$ cat src/logic/isaPkg.sv
// encodings cover only the supported subset; loads, stores, halt and rti decode as unknown
package isaPkg;

   // data and pc width
   localparam int dataWidth = 16;
   // architectural registers
   localparam int numRegs = 8;
   localparam int regIdxWidth = $clog2(numRegs);
   // jal and jalr write their return address here
   localparam logic [regIdxWidth-1:0] linkReg = 3'd7;

   // instruction field positions
   localparam int opHi = 15;
   localparam int opLo = 11;
   localparam int rsHi = 10;
   localparam int rsLo = 8;
   // rt field, which is also rd for the five-bit immediate forms
   localparam int rtHi = 7;
   localparam int rtLo = 5;
   // rd of the register forms
   localparam int rdHi = 4;
   localparam int rdLo = 2;

   // major opcodes, bits 15 to 11
   typedef enum logic [4:0] {
      opJ     = 5'b00100,
      opJr    = 5'b00101,
      opJal   = 5'b00110,
      opJalr  = 5'b00111,
      opAddi  = 5'b01000,
      opSubi  = 5'b01001,
      opXori  = 5'b01010,
      opAndni = 5'b01011,
      opBeqz  = 5'b01100,
      opBnez  = 5'b01101,
      opBltz  = 5'b01110,
      opBgez  = 5'b01111,
      opSlbi  = 5'b10010,
      opRoli  = 5'b10100,
      opSlli  = 5'b10101,
      opRori  = 5'b10110,
      opSrli  = 5'b10111,
      opLbi   = 5'b11000,
      opBtr   = 5'b11001,
      opShift = 5'b11010,
      opArith = 5'b11011,
      opSeq   = 5'b11100,
      opSlt   = 5'b11101,
      opSle   = 5'b11110,
      opSco   = 5'b11111
   } opcodeE;

   // bits 1:0 of the register forms
   // the shift group reuses the same codes as rol, sll, ror, srl
   typedef enum logic [1:0] {
      functAdd  = 2'b00,
      functSub  = 2'b01,
      functXor  = 2'b10,
      functAndn = 2'b11
   } aluFunctE;

endpackage

$ cat src/logic/corePkg.sv
// types of the core itself; packet widths follow isaPkg::dataWidth and are fixed at 16 bits
package corePkg;

   // operations of the alu
   // aluAndn is the and unit, the complement comes from invB
   typedef enum logic [2:0] {
      aluAdd,
      aluXor,
      aluAndn,
      aluRol,
      aluSll,
      aluRor,
      aluSrl
   } aluOpE;

   // which compare, if any, produces the write value
   typedef enum logic [2:0] {
      setNone,
      setSeq,
      setSlt,
      setSle,
      setSco
   } setKindE;

   // condition tested on rs for the conditional branches
   typedef enum logic [1:0] {
      brEqz,
      brNez,
      brLtz,
      brGez
   } brCondE;

   // decoded control word
   typedef struct packed {
      aluOpE aluOp;
      logic invA;
      logic invB;
      // operand b from the immediate
      logic immSel;
      // operand a is rs shifted up one byte
      logic slbi;
      // operand a forced to zero, used by lbi
      logic clrA;
      setKindE setKind;
      logic btr;
      logic branch;
      brCondE brCond;
      logic jump;
      logic jumpReg;
      logic link;
      logic writeEn;
      logic [isaPkg::regIdxWidth-1:0] dest;
   } ctrlS;

   // host to core, 32 bits
   typedef struct packed {
      logic [isaPkg::dataWidth-1:0] word;
      logic [isaPkg::dataWidth-1:0] pc;
   } issueS;

   // core to host, 34 bits
   typedef struct packed {
      logic [isaPkg::dataWidth-1:0] writeData;
      logic [isaPkg::dataWidth-1:0] newPc;
      logic ofl;
      logic write;
   } resultS;

   typedef enum logic [1:0] {
      hsIdle,
      hsExec,
      hsDone
   } hsStateE;

endpackage

$ cat src/logic/alu.sv
// shift and rotate amounts use only the low log2(dataWidth) bits of b; ofl is valid for add only
`timescale 1ns/1ps

module alu #(
   parameter int dataWidth = 16
) (
   input  logic [dataWidth-1:0] a,
   input  logic [dataWidth-1:0] b,
   input  corePkg::aluOpE op,
   input  logic invA,
   input  logic invB,
   output logic [dataWidth-1:0] sum,
   output logic carry,
   output logic zero,
   output logic ofl
);

   localparam int shWidth = $clog2(dataWidth);

   logic [dataWidth-1:0] aIn;
   logic [dataWidth-1:0] bIn;
   logic cin;
   logic [dataWidth:0] addFull;
   logic [shWidth-1:0] amt;

   // inverted operand plus carry in gives the two's complement
   assign aIn = invA ? ~a : a;
   assign bIn = invB ? ~b : b;
   assign cin = invA | invB;

   assign addFull = {1'b0, aIn} + {1'b0, bIn} + {{dataWidth{1'b0}}, cin};
   assign amt = b[shWidth-1:0];

   always_comb begin
      case (op)
         corePkg::aluAdd: sum = addFull[dataWidth-1:0];
         corePkg::aluXor: sum = aIn ^ bIn;
         // complement of b is already in bIn
         corePkg::aluAndn: sum = aIn & bIn;
         corePkg::aluRol: sum = (aIn << amt) | (aIn >> (dataWidth - amt));
         corePkg::aluSll: sum = aIn << amt;
         corePkg::aluRor: sum = (aIn >> amt) | (aIn << (dataWidth - amt));
         corePkg::aluSrl: sum = aIn >> amt;
         default: sum = addFull[dataWidth-1:0];
      endcase
   end

   assign carry = addFull[dataWidth];
   assign zero = (sum == '0);

   // like-signed inputs with a result of the other sign
   assign ofl = (op == corePkg::aluAdd)
              & (aIn[dataWidth-1] == bIn[dataWidth-1])
              & (addFull[dataWidth-1] != aIn[dataWidth-1]);

endmodule

$ cat src/logic/execute.sv
// purely combinational; pc steps by 2 and branch and jump offsets are in bytes from pc+2
`timescale 1ns/1ps

module execute #(
   parameter int dataWidth = 16
) (
   input  corePkg::ctrlS ctrl,
   input  logic [dataWidth-1:0] rsData,
   input  logic [dataWidth-1:0] rtData,
   input  logic [dataWidth-1:0] imm,
   input  logic [dataWidth-1:0] pc,
   output logic [dataWidth-1:0] writeData,
   output logic [dataWidth-1:0] newPc,
   output logic ofl
);

   localparam logic [dataWidth-1:0] pcStep = 2;

   logic [dataWidth-1:0] opA;
   logic [dataWidth-1:0] opB;
   logic [dataWidth-1:0] aluSum;
   logic aluCarry;
   logic aluZero;
   logic aluOfl;
   logic [dataWidth-1:0] setVal;
   logic [dataWidth-1:0] revRs;
   logic [dataWidth-1:0] pcInc;
   logic [dataWidth-1:0] target;
   logic taken;

   // lbi clears a so the sum is the immediate
   // slbi adds the byte into the zero low byte of the shifted rs without carry
   assign opA = ctrl.clrA ? '0 : (ctrl.slbi ? (rsData << 8) : rsData);
   // branches pass rs through so zero and sign can be tested
   assign opB = ctrl.branch ? '0 : (ctrl.immSel ? imm : rtData);

   alu #(
      .dataWidth(dataWidth)
   ) uAlu (
      .a(opA),
      .b(opB),
      .op(ctrl.aluOp),
      .invA(ctrl.invA),
      .invB(ctrl.invB),
      .sum(aluSum),
      .carry(aluCarry),
      .zero(aluZero),
      .ofl(aluOfl)
   );

   // compares work on the raw register values
   always_comb begin
      setVal = '0;
      case (ctrl.setKind)
         corePkg::setSeq: setVal[0] = (rsData == rtData);
         corePkg::setSlt: setVal[0] = ($signed(rsData) < $signed(rtData));
         corePkg::setSle: setVal[0] = ($signed(rsData) <= $signed(rtData));
         // carry out of rs plus rt
         corePkg::setSco: setVal[0] = aluCarry;
         default: setVal[0] = 1'b0;
      endcase
   end

   always_comb begin
      for (int i = 0; i < dataWidth; i++) begin
         revRs[i] = rsData[dataWidth-1-i];
      end
   end

   assign pcInc = pc + pcStep;
   assign target = pcInc + imm;

   always_comb begin
      case (ctrl.brCond)
         corePkg::brEqz: taken = aluZero;
         corePkg::brNez: taken = ~aluZero;
         corePkg::brLtz: taken = aluSum[dataWidth-1];
         default: taken = ~aluSum[dataWidth-1];
      endcase
   end

   // priority is link value over compares over btr over the alu sum
   assign writeData = ctrl.link ? pcInc
                    : (ctrl.setKind != corePkg::setNone) ? setVal
                    : ctrl.btr ? revRs
                    : aluSum;

   assign newPc = ctrl.jumpReg ? aluSum
                : (ctrl.jump | (ctrl.branch & taken)) ? target
                : pcInc;

   // overflow only reported for arithmetic that writes the alu sum
   assign ofl = aluOfl & ~ctrl.jump & ~ctrl.branch & ~ctrl.btr
              & (ctrl.setKind == corePkg::setNone);

endmodule

$ cat src/logic/instrDecode.sv
// unsupported opcodes decode to a no-op with no register write and pc+2
`timescale 1ns/1ps

module instrDecode (
   input  logic [15:0] instr,
   output corePkg::ctrlS ctrl,
   output logic [15:0] imm,
   output logic [2:0] rsIdx,
   output logic [2:0] rtIdx
);

   isaPkg::opcodeE op;
   isaPkg::aluFunctE funct;
   logic [2:0] rdIdx;

   // shift group code to alu op, same order for register and immediate forms
   function automatic corePkg::aluOpE shiftOp(input logic [1:0] code);
      case (code)
         2'b00: shiftOp = corePkg::aluRol;
         2'b01: shiftOp = corePkg::aluSll;
         2'b10: shiftOp = corePkg::aluRor;
         default: shiftOp = corePkg::aluSrl;
      endcase
   endfunction

   assign op = isaPkg::opcodeE'(instr[isaPkg::opHi:isaPkg::opLo]);
   assign funct = isaPkg::aluFunctE'(instr[1:0]);
   assign rsIdx = instr[isaPkg::rsHi:isaPkg::rsLo];
   assign rtIdx = instr[isaPkg::rtHi:isaPkg::rtLo];
   assign rdIdx = instr[isaPkg::rdHi:isaPkg::rdLo];

   always_comb begin
      ctrl = '0;
      ctrl.aluOp = corePkg::aluAdd;
      ctrl.setKind = corePkg::setNone;
      ctrl.brCond = corePkg::brEqz;
      ctrl.dest = rdIdx;
      // five-bit signed immediate unless an opcode says otherwise
      imm = {{11{instr[4]}}, instr[4:0]};
      case (op)
         isaPkg::opArith: begin
            ctrl.writeEn = 1'b1;
            case (funct)
               // rt minus rs
               isaPkg::functSub: ctrl.invA = 1'b1;
               isaPkg::functXor: ctrl.aluOp = corePkg::aluXor;
               isaPkg::functAndn: begin
                  ctrl.aluOp = corePkg::aluAndn;
                  ctrl.invB = 1'b1;
               end
               default: ctrl.aluOp = corePkg::aluAdd;
            endcase
         end
         isaPkg::opShift: begin
            ctrl.writeEn = 1'b1;
            ctrl.aluOp = shiftOp(funct);
         end
         isaPkg::opAddi, isaPkg::opSubi, isaPkg::opXori, isaPkg::opAndni: begin
            ctrl.writeEn = 1'b1;
            ctrl.immSel = 1'b1;
            ctrl.dest = rtIdx;
            // subi is imm minus rs
            ctrl.invA = (op == isaPkg::opSubi);
            if (op == isaPkg::opXori || op == isaPkg::opAndni) begin
               // logic immediates are zero extended
               imm = {11'b0, instr[4:0]};
               ctrl.aluOp = (op == isaPkg::opXori) ? corePkg::aluXor : corePkg::aluAndn;
               ctrl.invB = (op == isaPkg::opAndni);
            end
         end
         isaPkg::opRoli, isaPkg::opSlli, isaPkg::opRori, isaPkg::opSrli: begin
            ctrl.writeEn = 1'b1;
            ctrl.immSel = 1'b1;
            ctrl.dest = rtIdx;
            ctrl.aluOp = shiftOp(instr[12:11]);
            imm = {11'b0, instr[4:0]};
         end
         isaPkg::opSeq: begin
            ctrl.writeEn = 1'b1;
            ctrl.setKind = corePkg::setSeq;
         end
         isaPkg::opSlt: begin
            ctrl.writeEn = 1'b1;
            ctrl.setKind = corePkg::setSlt;
         end
         isaPkg::opSle: begin
            ctrl.writeEn = 1'b1;
            ctrl.setKind = corePkg::setSle;
         end
         isaPkg::opSco: begin
            ctrl.writeEn = 1'b1;
            ctrl.setKind = corePkg::setSco;
         end
         isaPkg::opBtr: begin
            ctrl.writeEn = 1'b1;
            ctrl.btr = 1'b1;
         end
         isaPkg::opLbi, isaPkg::opSlbi: begin
            ctrl.writeEn = 1'b1;
            ctrl.immSel = 1'b1;
            ctrl.dest = rsIdx;
            ctrl.clrA = (op == isaPkg::opLbi);
            ctrl.slbi = (op == isaPkg::opSlbi);
            // lbi sign extends, slbi fills the low byte
            imm = (op == isaPkg::opLbi) ? {{8{instr[7]}}, instr[7:0]} : {8'b0, instr[7:0]};
         end
         isaPkg::opBeqz, isaPkg::opBnez, isaPkg::opBltz, isaPkg::opBgez: begin
            ctrl.branch = 1'b1;
            // low opcode bits give the condition in brCondE order
            ctrl.brCond = corePkg::brCondE'(instr[12:11]);
            imm = {{8{instr[7]}}, instr[7:0]};
         end
         isaPkg::opJ, isaPkg::opJal: begin
            ctrl.jump = 1'b1;
            ctrl.link = (op == isaPkg::opJal);
            ctrl.writeEn = (op == isaPkg::opJal);
            ctrl.dest = isaPkg::linkReg;
            imm = {{5{instr[10]}}, instr[10:0]};
         end
         isaPkg::opJr, isaPkg::opJalr: begin
            // target is rs plus imm from the alu
            ctrl.jump = 1'b1;
            ctrl.jumpReg = 1'b1;
            ctrl.immSel = 1'b1;
            ctrl.link = (op == isaPkg::opJalr);
            ctrl.writeEn = (op == isaPkg::opJalr);
            ctrl.dest = isaPkg::linkReg;
            imm = {{8{instr[7]}}, instr[7:0]};
         end
         default: ctrl.writeEn = 1'b0;
      endcase
   end

endmodule

$ cat src/logic/regFile.sv
// no bypass: a read in the write cycle sees the old value; every register is general, r0 too
`timescale 1ns/1ps

module regFile #(
   parameter int dataWidth = 16,
   parameter int numRegs = 8
) (
   input  logic clk,
   input  logic rstN,
   input  logic [$clog2(numRegs)-1:0] rsIdx,
   input  logic [$clog2(numRegs)-1:0] rtIdx,
   output logic [dataWidth-1:0] rsData,
   output logic [dataWidth-1:0] rtData,
   input  logic writeEn,
   input  logic [$clog2(numRegs)-1:0] writeIdx,
   input  logic [dataWidth-1:0] writeData
);

   logic [dataWidth-1:0] regs [numRegs];

   always_ff @(posedge clk or negedge rstN) begin
      if (!rstN) begin
         for (int i = 0; i < numRegs; i++) begin
            regs[i] <= '0;
         end
      end else if (writeEn) begin
         regs[writeIdx] <= writeData;
      end
   end

   // two combinational read ports
   assign rsData = regs[rsIdx];
   assign rtData = regs[rtIdx];

endmodule

$ cat src/logic/issueCtrl.sv
// host must keep req high until ack and raise it again only after ack falls
`timescale 1ns/1ps

module issueCtrl (
   input  logic clk,
   input  logic rstN,
   input  logic req,
   input  corePkg::issueS issue,
   output corePkg::issueS instr,
   input  corePkg::resultS exWrite,
   output logic writeEn,
   output logic ack,
   output corePkg::resultS result
);

   corePkg::hsStateE state;

   // handshake fsm, one exec cycle per instruction
   always_ff @(posedge clk or negedge rstN) begin
      if (!rstN) begin
         state <= corePkg::hsIdle;
         ack <= 1'b0;
         result <= '0;
      end else begin
         case (state)
            corePkg::hsIdle: begin
               if (req) state <= corePkg::hsExec;
            end
            corePkg::hsExec: begin
               // result and ack are registered together
               state <= corePkg::hsDone;
               result <= exWrite;
               ack <= 1'b1;
            end
            corePkg::hsDone: begin
               // held while the host keeps req high
               if (!req) begin
                  state <= corePkg::hsIdle;
                  ack <= 1'b0;
               end
            end
            default: state <= corePkg::hsIdle;
         endcase
      end
   end

   // instruction capture on the edge that sees req in idle
   always_ff @(posedge clk) begin
      if (state == corePkg::hsIdle && req) instr <= issue;
   end

   // single write strobe, only in exec
   assign writeEn = (state == corePkg::hsExec) & exWrite.write;

endmodule

$ cat src/logic/execCore.sv
// single-issue core, no loads, stores or halt; ack follows two edges after req is sampled
`timescale 1ns/1ps

module execCore #(
   parameter int dataWidth = isaPkg::dataWidth,
   parameter int numRegs = isaPkg::numRegs
) (
   input  logic clk,
   input  logic rstN,
   input  logic req,
   input  corePkg::issueS issue,
   output logic ack,
   output corePkg::resultS result
);

   corePkg::issueS instr;
   corePkg::ctrlS ctrl;
   corePkg::resultS exWrite;
   logic [dataWidth-1:0] imm;
   logic [dataWidth-1:0] rsData;
   logic [dataWidth-1:0] rtData;
   logic [dataWidth-1:0] exData;
   logic [dataWidth-1:0] exPc;
   logic [$clog2(numRegs)-1:0] rsIdx;
   logic [$clog2(numRegs)-1:0] rtIdx;
   logic exOfl;
   logic writeEn;

   issueCtrl uIssue (
      .clk(clk), .rstN(rstN), .req(req), .issue(issue), .instr(instr),
      .exWrite(exWrite), .writeEn(writeEn), .ack(ack), .result(result)
   );

   instrDecode uDecode (
      .instr(instr.word), .ctrl(ctrl), .imm(imm), .rsIdx(rsIdx), .rtIdx(rtIdx)
   );

   regFile #(.dataWidth(dataWidth), .numRegs(numRegs)) uRegs (
      .clk(clk), .rstN(rstN), .rsIdx(rsIdx), .rtIdx(rtIdx), .rsData(rsData),
      .rtData(rtData), .writeEn(writeEn), .writeIdx(ctrl.dest), .writeData(exData)
   );

   execute #(.dataWidth(dataWidth)) uExec (
      .ctrl(ctrl), .rsData(rsData), .rtData(rtData), .imm(imm), .pc(instr.pc),
      .writeData(exData), .newPc(exPc), .ofl(exOfl)
   );

   // result packet from execute, write flag straight from decode
   assign exWrite = {exData, exPc, exOfl, ctrl.writeEn};

endmodule

$ cat config.mk
export PLATFORM = sky130hd
export DESIGN_NAME = execCore
export DESIGN_NICKNAME = d
export VERILOG_FILES = /design/src/logic/isaPkg.sv /design/src/logic/corePkg.sv /design/src/logic/alu.sv /design/src/logic/execute.sv /design/src/logic/instrDecode.sv /design/src/logic/regFile.sv /design/src/logic/issueCtrl.sv /design/src/logic/execCore.sv
export SDC_FILE = /design/constraint.sdc
export NUM_CORES = 1
export LEC_CHECK = 0
export BUFFER_PORTS_ARGS = -buffer_cell sky130_fd_sc_hd__buf_2
export CORE_MARGIN = 4
export CORE_UTILIZATION = 30
export CTS_CLUSTER_SIZE = 10
export DETAILED_ROUTE_END_ITERATION = 10
export SLEW_MARGIN = 20
export SYNTH_ARGS = -nofsm -noshare
export SYNTH_HDL_FRONTEND = slang
export SYNTH_SLANG_ARGS = --single-unit
$ cat constraint.sdc
create_clock -name clk -period 15.9 [get_ports clk]
set_input_delay 2.385 -clock clk [delete_from_list [all_inputs] [get_ports clk]]
set_output_delay 2.385 -clock clk [all_outputs]
set_load 0.02 [all_outputs]
==> run summary <==
The run finished with clean final reports. For the pin with the worst max-slew slack, the measured transition is 1.18 ns. Ranked by total cell area, the synthesized netlist is headed by sky130_fd_sc_hd__dfrtp_1 (26%), sky130_fd_sc_hd__mux4_2 (8.2%), sky130_fd_sc_hd__edfxtp_1 (6.0%).

The dominant register cell in the synthesized netlist is sky130_fd_sc_hd__dfrtp_1. The worst setup path is of the register to register kind. Max-cap violations in this run came to 0. Length of the first detailed-routing pass in iterations: 6. The run gives 64,400 um as the total wirelength of the detailed-routed design. The level count of the clock H-tree is 4. The number of enable flip-flop cells after synthesis was 32. TritonCTS built the clock tree. CTS saw 197 sinks. Setup repair after global routing left no endpoint under its margin. Setup slack on the worst reg-to-reg path comes out at 7.24 ns.

The logs give 0 for the post-detailed-route DRC marker count and 0 for the count of antenna-violating nets left after detailed routing. For this run, the top clock speed supported by timing is 116 MHz. Relative max-transition margin: 0.214. The fraction of registers with async set/reset is 0.838, and the placement row count is 84. Timing analysis after detailed placement gives a worst setup slack of 7.49 ns. Capture instance of the worst register-to-register path: uIssue.result[9].

The most common cell in the synthesized netlist is sky130_fd_sc_hd__nand2_1. The tools report the type of element launching the critical path as a register. Dominant combinational cell family by area after synthesis: compound AO/OA/AOI/OAI gates. After synthesis the netlist holds a flip-flop and latch count of 197.

The routed layout has 15.1k vias. The later pin in the worst-skew pair is clocked with a latency of 0.46 ns. In this run the tool buffered the top-level ports with 69 buffer cells. In this run the post-CTS setup repair buffer count came out at 0. The synthesized design spends more area on one cell type than any other, namely sky130_fd_sc_hd__dfrtp_1. The clock-pin slew on the worst setup and hold paths came out at 0.08 ns. The logs give 0 for the number of max-slew violations in the final report and 0.00509 sq mm for the storage element area. The area share of the largest cell type after synthesis was 0.256.

The multiplexer share of the synthesized area was 0.169; the data required time at the worst endpoint was 16.27 ns. The number of cells on the worst reg-to-reg path is 25. The die is 240 um wide.

The xor-xnor portion of the synthesized cell area came out at 0.0444. After floorplanning, the core was sized to cover 0.0529 sq mm. In the final design database the tool counted 1,934 nets. The worst path in the final design needs a cycle of 8.66 ns, including I/O delays and setup.

The signal arrival time at the worst endpoint was 9.02 ns. The compound-cell area share of the yosys netlist came out at 0.213. Along the worst path, the maximum fanout reaches 21. The area growth from synthesis to layout is 10.7%.

The worst setup path is captured at a register. For the worst setup skew after layout, the log shows 0.0154 ns. The number of antenna diodes in the final layout is 0. The root buffer cell chosen for the clock tree is sky130_fd_sc_hd__clkbuf_16. Yosys mapped the design onto 91 distinct sky130hd cell types. The number of global-route vias before repair is 14.8k, and the number of design-rule violations left by the first detailed-router iteration is 1,653. The cell depth of the worst min-delay path is 1, and the number of fillers in the final layout is 5,488. The sequential cell area fraction in the yosys report was 0.316. The number of hold buffers added after CTS was 0.

The global-route wire length before repair came out at 96,300 um. The worst hold path endpoint was uIssue.result[0]. Setup violations remaining at the end of the flow were counted as 0. Share of post-route cells with drive strength above 1: 0.153. The tools report the number of buffers on the longest clock path as 2. The tools report the placed wire-length estimate as 48,300 um.

The most critical setup path has its startpoint at uIssue.instr[27]. Dividing the detail-routed via count by the number of cells gives 5.95. When the netlist entered floorplanning its net count stood at 1,915. In the final timing run, aggregate negative setup slack is 0 ns. Final number of hold-violating endpoints: 0. The average routed wire per standard cell was 25.4 um. The tools report the number of antenna violations at the first check in global routing as 0.

The floorplan die area was 0.0575 sq mm; the synthesized netlist cell count was 1,815. The run gives 0 as the total overflow reported by the global router. The total global routing track utilization was 0.220; the overall die height was 240 um. Summing every instance area after synthesis gives 0.0161 sq mm.

The startpoint identified for the worst hold timing path is uIssue.result[0]. Synthesized area per cell: 8.88 sq um. Launching point of the worst reg2reg path: uIssue.instr[27]. The worst hold-check path type was register to register. The synthesized-area fraction occupied by adder cells came out at 0.0519.

At the end of routability-driven placement, the weighted congestion stood at 0.981. The worst hold margin was 0.478 ns. The maximum number of pins on one net before global-route repair came out at 90. During synthesis, Yosys emitted a total of 0 warnings. The synthesized-area fraction occupied by and/or/nand/nor cells was 0.159. The number of instances resized during post-cts repair was 0; the area taken by multi-input logic gates was 0.0103 sq mm. Worst setup margin: 7.24 ns.

The commonest cells after synthesis are sky130_fd_sc_hd__nand2_1 (222), sky130_fd_sc_hd__nor2_1 (170), sky130_fd_sc_hd__dfrtp_1 (165), sky130_fd_sc_hd__a21oi_1 (163), sky130_fd_sc_hd__o21ai_0 (150). The total I/O pin count is 70, and the post-route fraction of the period consumed by the critical path is 0.544. The run gives 0.305 as the initial cell density of the core.

The run gives 17 as the number of buffers created by CTS.
-- how the worst max path moves through the flow --
stage / cells past startpoint / slack [ns] / to
final: 25 / 7.24 / uIssue.result[9]
after global routing: 25 / 6.81 / uIssue.result[9]
after CTS: 25 / 7.44 / uIssue.result[9]
after detailed placement: 25 / 7.49 / uIssue.result[10]
after global placement: 25 / 7.51 / uIssue.result[14]
after floorplan: 31 / 8.67 / uIssue.result[10]
-- flip-flops by register name, summed over array words and instances, names as in the netlist --
register and flops:
uRegs.regs 128, uIssue.state 2, uIssue.instr 32, uIssue.result 34, uIssue.ack 1
-- logic make-up after synthesis --
kind of cell               Yosys count
muxes                              192
DFF                                197
buffers and inverters              170
xor gates and xnor gates            80
AOI/OAI and AO/OA                  542
adders and majority gates           65
and+or+nand+nor                    569
-- layer usage --
layer	vias up	share of wire	routed length [um]	track usage
li1	6764	-	-	-
met1	7491	0.43	27600	0.298
met2	668	0.46	29500	0.348
met3	149	0.067	4320	0.0328
met4	0	0.048	3080	0.103
met5	-	0	0	0
-- placed cells by master (no fill, tap or decap), types with 12 or more instances in the layout --
cell / Yosys / routed
sky130_fd_sc_hd__xor2_1: 22 / 22
sky130_fd_sc_hd__a211oi_1: 15 / 15
sky130_fd_sc_hd__a22oi_1: 22 / 22
sky130_fd_sc_hd__a21o_1: 12 / 12
sky130_fd_sc_hd__inv_1: 44 / 44
sky130_fd_sc_hd__nor2b_1: 13 / 13
sky130_fd_sc_hd__nand2_1: 222 / 222
sky130_fd_sc_hd__edfxtp_1: 32 / 32
sky130_fd_sc_hd__clkbuf_16: 0 / 17
sky130_fd_sc_hd__o21bai_1: 13 / 13
sky130_fd_sc_hd__mux4_2: 59 / 59
sky130_fd_sc_hd__nor3_1: 37 / 36
sky130_fd_sc_hd__a32oi_1: 22 / 22
sky130_fd_sc_hd__mux2i_1: 94 / 94
sky130_fd_sc_hd__nand3_1: 43 / 43
sky130_fd_sc_hd__xnor2_1: 56 / 56
sky130_fd_sc_hd__dfrtp_1: 165 / 165
sky130_fd_sc_hd__buf_2: 29 / 68
sky130_fd_sc_hd__and2_1: 13 / 13
sky130_fd_sc_hd__o21a_1: 14 / 14
sky130_fd_sc_hd__o21ai_0: 150 / 150
sky130_fd_sc_hd__buf_4: 7 / 53
sky130_fd_sc_hd__o22ai_1: 14 / 14
sky130_fd_sc_hd__ha_1: 62 / 62
sky130_fd_sc_hd__nor2_1: 170 / 170
sky130_fd_sc_hd__mux2_2: 36 / 36
sky130_fd_sc_hd__a21oi_1: 163 / 161
-- layout make-up --
cell class / instances / share of cell area
clock buffer: 18 / 0.0241
clock inverter: 14 / 0.0106
inverter: 47 / 0.0102
multi-input combinational: 1448 / 0.579
sequential: 197 / 0.285
tap: 688 / 0.0482
timing repair buffer: 123 / 0.0428
-- worst max-delay path: stages (launching register included) --
cell and delay [ns]:
sky130_fd_sc_hd__edfxtp_1 0.49, sky130_fd_sc_hd__inv_1 0.18, sky130_fd_sc_hd__ha_1 0.42, sky130_fd_sc_hd__o41ai_1 0.65, sky130_fd_sc_hd__nor2b_1 0.12, sky130_fd_sc_hd__nor2_1 0.43, sky130_fd_sc_hd__a21oi_1 0.21, sky130_fd_sc_hd__a21boi_0 0.22
sky130_fd_sc_hd__a21oi_1 0.73, sky130_fd_sc_hd__nor2_1 0.26, sky130_fd_sc_hd__a211o_1 0.35, sky130_fd_sc_hd__xor2_1 0.16, sky130_fd_sc_hd__ha_1 0.39, sky130_fd_sc_hd__o21a_1 0.21, sky130_fd_sc_hd__a21oi_1 0.14, sky130_fd_sc_hd__o21ai_0 0.13
sky130_fd_sc_hd__a221oi_1 0.21, sky130_fd_sc_hd__o21ai_0 0.16, sky130_fd_sc_hd__a2111oi_0 0.72, sky130_fd_sc_hd__a21oi_1 0.27, sky130_fd_sc_hd__or4b_4 0.59, sky130_fd_sc_hd__nor4_4 0.35, sky130_fd_sc_hd__mux2i_1 0.28, sky130_fd_sc_hd__and2_4 0.33
sky130_fd_sc_hd__nand2_1 0.25, sky130_fd_sc_hd__o221ai_1 0.28
-- per-stage QoR --
stage	instance area, sq um	std cells	utilization
floorplan	16100	1815	-
global placement	17200	2501	0.325
global route	17800	2535	0.337
CTS	17800	2533	0.337
finish	17800	2535	0.337
detailed placement	17200	2501	0.325
Power is left out: the tool's default activity adds up to more than one toggle a clock period on the data nets, which glitch-free logic cannot reach.
